--- src/icache_consts.svh ---
`ifndef ICACHE_CONSTS_SVH
`define ICACHE_CONSTS_SVH

// fetch address and data path
`define ICACHE_ADDR_W     32
`define ICACHE_DATA_W     64

// 64 sets of 32-byte lines, two ways per set
`define ICACHE_INDEX_W    6
`define ICACHE_SETS       (1 << `ICACHE_INDEX_W)
`define ICACHE_WAYS       2
`define ICACHE_OFFSET_W   5
`define ICACHE_TAG_W      (`ICACHE_ADDR_W - `ICACHE_INDEX_W - `ICACHE_OFFSET_W)

// offset split into 64-bit word and byte within word
`define ICACHE_WORD_SEL_W 2
`define ICACHE_BYTE_W     3

`define ICACHE_BEATS      4 // refill burst length
`define ICACHE_BEAT_W     2

`endif
--- src/icache_pkg.sv ---
`include "icache_consts.svh"

package icache_pkg;

	// field view of a fetch address, msb first
	typedef struct packed {
		logic [`ICACHE_TAG_W-1:0]      tag;
		logic [`ICACHE_INDEX_W-1:0]    index;
		logic [`ICACHE_WORD_SEL_W-1:0] word_sel; // beat number within the line
		logic [`ICACHE_BYTE_W-1:0]     byte_sel; // always zero for word fetches
	} fetch_fields_t;

	// flat word for the memory port, fields for the arrays
	typedef union packed {
		logic [`ICACHE_ADDR_W-1:0] raw;
		fetch_fields_t             fields;
	} fetch_addr_t;

	// controller states
	typedef enum logic [1:0] {
		IDLE    = 2'd0,
		LOOKUP  = 2'd1, // first compare, hit answers here
		REFILL  = 2'd2, // waiting on the four memory beats
		RECHECK = 2'd3  // compare again after the line is in
	} ctrl_state_t;

endpackage

--- src/icache_ctrl.sv ---
`timescale 1ns/1ps
`include "icache_consts.svh"

module icache_ctrl (
	input  logic                      clk,
	input  logic                      rst_n,
	input  logic [`ICACHE_ADDR_W-1:0] cpu_req_addr,
	input  logic                      cpu_req_valid,
	output logic                      cpu_ready,
	output logic [`ICACHE_ADDR_W-1:0] mem_req_addr,
	output logic                      mem_req_valid,
	input  logic                      mem_ready,
	input  logic                      hit,
	output icache_pkg::fetch_addr_t   req_addr,
	output logic                      lookup,
	output logic                      fill_en,
	output logic [`ICACHE_BEAT_W-1:0] fill_beat,
	output logic                      tag_write
);

	import icache_pkg::*;

	ctrl_state_t               state;
	ctrl_state_t               next_state;
	logic [`ICACHE_BEAT_W-1:0] beat_cnt;
	logic                      last_beat;
	logic                      miss;

	// request register, loaded only while idle
	always_ff @(posedge clk) begin
		if (state == IDLE && cpu_req_valid)
			req_addr.raw <= cpu_req_addr;
	end

	assign lookup = (state == LOOKUP) || (state == RECHECK);
	assign miss   = lookup && !hit;

	always_ff @(posedge clk) begin
		if (!rst_n)
			state <= IDLE;
		else
			state <= next_state;
	end

	always_comb begin
		next_state = state;
		case (state)
			IDLE: begin
				if (cpu_req_valid)
					next_state = LOOKUP;
			end
			LOOKUP, RECHECK: begin
				if (hit)
					next_state = IDLE;
				else
					next_state = REFILL; // recheck miss refills again
			end
			REFILL: begin
				if (last_beat)
					next_state = RECHECK;
			end
			default: next_state = IDLE;
		endcase
	end

	// hit answers in the compare cycle itself
	assign cpu_ready = lookup && hit;

	// request pulse in the first refill cycle
	always_ff @(posedge clk) begin
		if (!rst_n)
			mem_req_valid <= 1'b0;
		else
			mem_req_valid <= miss;
	end

	assign mem_req_addr = {req_addr.raw[`ICACHE_ADDR_W-1:`ICACHE_OFFSET_W],
		{`ICACHE_OFFSET_W{1'b0}}}; // line aligned

	// beat counting, no back-pressure toward memory
	assign fill_en   = (state == REFILL) && mem_ready;
	assign last_beat = fill_en && (beat_cnt == `ICACHE_BEAT_W'(`ICACHE_BEATS - 1));

	always_ff @(posedge clk) begin
		if (!rst_n)
			beat_cnt <= '0;
		else if (miss)
			beat_cnt <= '0; // fresh burst
		else if (fill_en)
			beat_cnt <= beat_cnt + 1'b1;
	end

	assign fill_beat = beat_cnt;
	assign tag_write = last_beat; // tag goes valid with the fourth beat

endmodule

--- config.mk ---
export PLATFORM = sky130hd
export DESIGN_NAME = icache_ctrl
export DESIGN_NICKNAME = d
export VERILOG_FILES = /design/src/icache_pkg.sv /design/src/icache_ctrl.sv
export VERILOG_INCLUDE_DIRS = /design/src /design/src/src
export SDC_FILE = /design/constraint.sdc
export NUM_CORES = 1
export LEC_CHECK = 0
export BUFFER_PORTS_ARGS = -buffer_cell sky130_fd_sc_hd__buf_2
export CAP_MARGIN = 25
export CORE_MARGIN = 8
export CORE_UTILIZATION = 42
export CTS_BUF_LIST = sky130_fd_sc_hd__clkbuf_8 sky130_fd_sc_hd__clkbuf_16
export CTS_CLUSTER_SIZE = 30
export DETAILED_ROUTE_END_ITERATION = 7
export GPL_ROUTABILITY_DRIVEN = 0
export GPL_TIMING_DRIVEN = 0
export HOLD_SLACK_MARGIN = 0.05
export PLACE_DENSITY = 0.84
export REMOVE_ABC_BUFFERS = 1
export SLEW_MARGIN = 10
export SYNTH_ARGS = -nofsm -noshare
export SYNTH_HDL_FRONTEND = slang
export SYNTH_SLANG_ARGS = --single-unit
--- constraint.sdc ---
create_clock -name clk -period 8.11 [get_ports clk]
set_input_delay 2.0275 -clock clk [delete_from_list [all_inputs] [get_ports clk]]
set_output_delay 2.0275 -clock clk [all_outputs]
set_load 0.02 [all_outputs]
==> flow_summary.ini, run 1 <==
[clock_network]
cts_max_path_buffers = 2
numCtsBuffers = 5
clkTransAtPathRegs_ps = 70
cts_setup_buffers = 0
cts_tree = done
clock_sinks = 37
h-tree-depth = 2
clk_latency_ps = 280
clockRootBuffer = clkbuf_8
ctsHoldBuffers = 0
cts_resized = 0

[yosys]
synth_edf_count = 32
yosys_warnings = 0
netlist_area_um2 = 1430
synth_area_leader_cell = edfxtp_1
synth_area_per_cell_um2 = 15.9
seq_area_frac_synth = 0.741
ys_top_cells_by_count = buf_4, edfxtp_1, dfxtp_1
synthFlopType = edfxtp_1
syn_inst = 90
synth.area.top_cells = edfxtp_1, buf_4, dfxtp_1
synth_cell_types = 19
synth_seq_cells = 37
synth-async-reset-ratio = 0
synth_top_area_frac = 0.671

[final_layout]
drive_above_1_share = 0.657
syn2layout_area_growth_pct = 32.0
nFillCells = 293
finalInstanceArea_um2 = 1890
diodes = 0
layout.nets = 209
instances_no_fill = 218
final_util = 0.571
regArea_um2 = 1060
multi_input_area_um2 = 128

[route]
drtIter0Drc = 72
routedWlPerCell_um = 15.4
via_per_inst = 4.30
drt-total-wl_um = 3350
drc = 0
ant_nets = 0
first_pass_iters = 4
route.vias.total = 937

[placed_design]
post-dp-hpwl_um = 2860
port_buffers = 102
placed_cell_area_um2 = 1780
dp.cells = 210
pre_cts_ws_ps = 3410

[timing]
rsz0062_at_grt = false
period_share = 0.578
fmax_ghz = 0.213
setup_tns_ps = 0
hold_ws_ps = 539
post-route-worst-setup-slack_ps = 3420
hold_viol_final = 0
min_period_ps = 4690
worst_pin_slew_ps = 839
drv_slew = 0
finalClockSkew_ps = 5.58
slew_headroom = 0.438
setup_viol = 0

[global_routing]
grt_pass1_wl_um = 4620
grt.overflow.total = 0
grt_pass1_vias = 916
grt_max_degree = 13
grt.total_usage = 0.113
antenna_found_initial = 0

[status]
outcome = finished clean

[power]
p_per_area_nw_per_um2 = 236
p_leak_nw = 0.891
power.total_mw = 0.446
ir_worst_vdd_uv = 108

[job]
drv_cap = 0

[critical_path]
critPathLaunchType = input port
cp-end-kind = output pin
crit_type = in2out
crit_fanout = 4
crit_arrival_ps = 2660
cp_data_required_time_ps = 6080

[floorplanning]
core.rowCount = 21
dieArea_um2 = 5530
ioPinCount = 108
core_um2 = 3310
start_util = 0.432
die_w_um = 74.4
dieHeight_um = 74.4

[hold_path]
min_path_type = reg2reg
==> cells in the final DEF (no fill, tap or decap) <==
master,n
nor2_1,3
edfxtp_1,32
nor3_2,1
conb_1,5
inv_1,2
and2_1,1
nor3b_1,1
dfxtp_1,5
clkinvlp_4,1
o21ai_0,3
and3b_1,1
xnor2_1,1
clkinv_1,1
bufinv_16,1
buf_4,2
clkbuf_8,5
and2_2,1
ha_1,1
and3_1,1
buf_2,102
mux2i_1,1
nand3_1,1
==> flip-flops by register name, indices dropped and copies added, names as in the netlist, named ones only <==
name / flops
req_addr: 32
fill_beat: 2
mem_req_valid: 1
state: 1
==> critical path, cell delays in order <==
cell	delay (ps)
buf_2	110
and3b_1	210
and2_1	170
buf_2	150
==> power by group <==
part | total [mW] | internal [mW] | switching (mW)
clock | 0.150 | 0.0904 | 0.0598
combinational | 0.0681 | 0.0222 | 0.0459
sequential | 0.227 | 0.222 | 0.00532
total | 0.446 | 0.335 | 0.111
==> path summary, 6_finish.rpt <==
path,startpoint,endpoint,slack (ps),cells past startpoint
worst max register to register,flip-flop,req_addr[12],6420,2
worst max-delay path,mem_ready,tag_write,3420,4
worst min-delay path,state[0],mem_req_valid,540,2
worst min register to register,state[0],mem_req_valid,540,2
==> per-layer routing <==
metal / global-route usage / up-vias / share of wire
met3: 0.0714 / 5 / 0.19
met1: 0.109 / 426 / 0.33
met4: 0.0391 / 0 / 0.0051
met5: 0 / - / 0
li1: - / 432 / -
met2: 0.193 / 74 / 0.47
==> logic make-up after synthesis <==
group	share of synthesized area
AO/OA/AOI/OAI	0.0105
other	0.00262
adder cells (fa/ha/maj)	0.00874
buffers and inverters	0.184
multiplexers	0.00699
AND/OR/NAND/NOR	0.0402
XOR/XNOR	0.00612
flip-flops	0.741
==> cell type report <==
type | count | share of cell area
multi-input cells | 21 | 0.0675
repair buffers | 104 | 0.278
flip-flops and latches | 37 | 0.562
clock inverters | 3 | 0.0219
well taps | 46 | 0.0305
inverters | 2 | 0.00397
clock buffers | 5 | 0.0364
(Power assumes the default switching activity.)
==> run 2, diff against run 1 <==
--- a/config.mk
+++ b/config.mk
@@ -9,14 +9,14 @@
 export BUFFER_PORTS_ARGS = -buffer_cell sky130_fd_sc_hd__buf_2
 export CAP_MARGIN = 25
 export CORE_MARGIN = 8
-export CORE_UTILIZATION = 42
+export CORE_UTILIZATION = 39
 export CTS_BUF_LIST = sky130_fd_sc_hd__clkbuf_8 sky130_fd_sc_hd__clkbuf_16
 export CTS_CLUSTER_SIZE = 30
 export DETAILED_ROUTE_END_ITERATION = 7
 export GPL_ROUTABILITY_DRIVEN = 0
 export GPL_TIMING_DRIVEN = 0
 export HOLD_SLACK_MARGIN = 0.05
-export PLACE_DENSITY = 0.84
+export PLACE_DENSITY = 0.78
 export REMOVE_ABC_BUFFERS = 1
 export SLEW_MARGIN = 10
 export SYNTH_ARGS = -nofsm -noshare
==> constraint.sdc (replaced) <==
create_clock -name clk -period 4.6 [get_ports clk]
set_input_delay 1.15 -clock clk [delete_from_list [all_inputs] [get_ports clk]]
set_output_delay 1.15 -clock clk [all_outputs]
set_load 0.02 [all_outputs]
==> run 2 against run 1 <==
- power up 65%
- non-clock buffer count unchanged
- global-route usage up 0.21 points
==> flow_summary.ini, run 2 (synthesis results as in run 1) <==
[status]
outcome = finished clean

[floorplanning]
start_util = 0.397
die_w_um = 76.6
ioPinCount = 108
core.rowCount = 22
dieArea_um2 = 5860
core_um2 = 3610
dieHeight_um = 76.6

[clock_network]
clockRootBuffer = clkbuf_8
numCtsBuffers = 5
clkTransAtPathRegs_ps = 70
h-tree-depth = 2
cts_tree = done
cts_max_path_buffers = 2
clock_sinks = 37
cts_setup_buffers = 0
clk_latency_ps = 280
ctsHoldBuffers = 0
cts_resized = 0

[global_routing]
grt.overflow.total = 0
grt_pass1_vias = 942
antenna_found_initial = 0
grt_pass1_wl_um = 5160
grt_max_degree = 13
grt.total_usage = 0.115

[final_layout]
largest_register_ffs = 32
syn2layout_area_growth_pct = 30.5
final_common_cell = buf_2
final_util = 0.518
largest-register = req_addr
drive_above_1_share = 0.663
finalInstanceArea_um2 = 1870
diodes = 0
final_cell_mix = buf_2, edfxtp_1, dfxtp_1, conb_1, clkbuf_8
layout.nets = 209

[timing]
setup_tns_ps = 0
finalClockSkew_ps = 2.16
hold_ws_ps = 524
rsz0062_at_grt = false
fmax_ghz = 0.342
worst_pin_slew_ps = 801
period_share = 0.636
drv_slew = 0
hold_viol_final = 0
setup_viol = 0
min_period_ps = 2920
slew_headroom = 0.463

[power]
ir_worst_vdd_uv = 133
power.total_mw = 0.735
p_leak_nw = 0.883
p_clk_frac = 0.290
power_frac_seq = 0.546
switchingPower_mw = 0.200
p_int_mw = 0.535
switching_share = 0.272
p_per_area_nw_per_um2 = 393
p_comb_frac = 0.164

[critical_path]
crit_fanout = 4
cp-end-kind = output pin
crit_path_start = mem_ready
cp_data_required_time_ps = 3450
crit_type = in2out
setup.worst_path.end = tag_write
rrSetupSlack_ps = 2940
reg2reg_to = req_addr[15]
crit_arrival_ps = 1770
critPathLaunchType = input port
rr_worst_depth = 2

[route]
first_pass_iters = 4
via_per_inst = 4.21
route.vias.total = 927
drc = 0
drtIter0Drc = 71
routedWlPerCell_um = 15.3
drt-total-wl_um = 3370
ant_nets = 0

[job]
drv_cap = 0

[placed_design]
post-dp-hpwl_um = 2900
port_buffers = 102
placed_cell_area_um2 = 1780

[hold_path]
min_path_type = reg2reg
==> run 2: worst min path at each step <==
stage / from / endpoint / slack [ps] / cells after the start
finish: fill_beat[1] / fill_beat[1] / 520 / 2
global placement: fill_beat[1] / fill_beat[1] / 510 / 2
global route: fill_beat[1] / fill_beat[1] / 560 / 2
floorplan: flip-flop / flip-flop / 530 / 2
detailed placement: fill_beat[1] / fill_beat[1] / 520 / 2
CTS: fill_beat[1] / fill_beat[1] / 530 / 2
==> run 2: area by class of cell <==
type / count / area (um2)
fillers: 316 / 1740
flip-flops and latches: 37 / 1060
repair buffers: 104 / 526
multi-input cells: 21 / 128
clock buffers: 5 / 68.8
well taps: 48 / 60.1
clock inverters: 3 / 17.5
inverters: 2 / 7.51
==> run 2: routing by layer <==
metal | wire length (um) | part of all wire | track usage
met4 | 56 | 0.017 | 0.0519
met2 | 1600 | 0.48 | 0.181
met3 | 429 | 0.13 | 0.0825
met5 | 0 | 0 | 0
met1 | 1280 | 0.38 | 0.113
==> run 2: power groups by stage <==
stage	registers, mW	clock network [mW]	logic (mW)
CTS	0.402	0.222	0.123
floorplan	0.458	0	0.0160
finish	0.401	0.213	0.120
global route	0.403	0.239	0.129
global placement	0.410	0	0.118
detailed placement	0.409	0	0.122
==> run 2: critical path, cell delays in order <==
cell and delay (ps):
buf_2 100, and3b_1 200, and2_1 170, buf_2 150
==> run 2: per-stage QoR <==
stage	std cells	setup WS, ps
6_report	220	1680
5_1_grt	220	1650
4_1_cts	220	1670
3_5_place_dp	212	1670
3_3_place_gp	210	-110
2_1_floorplan	60	756
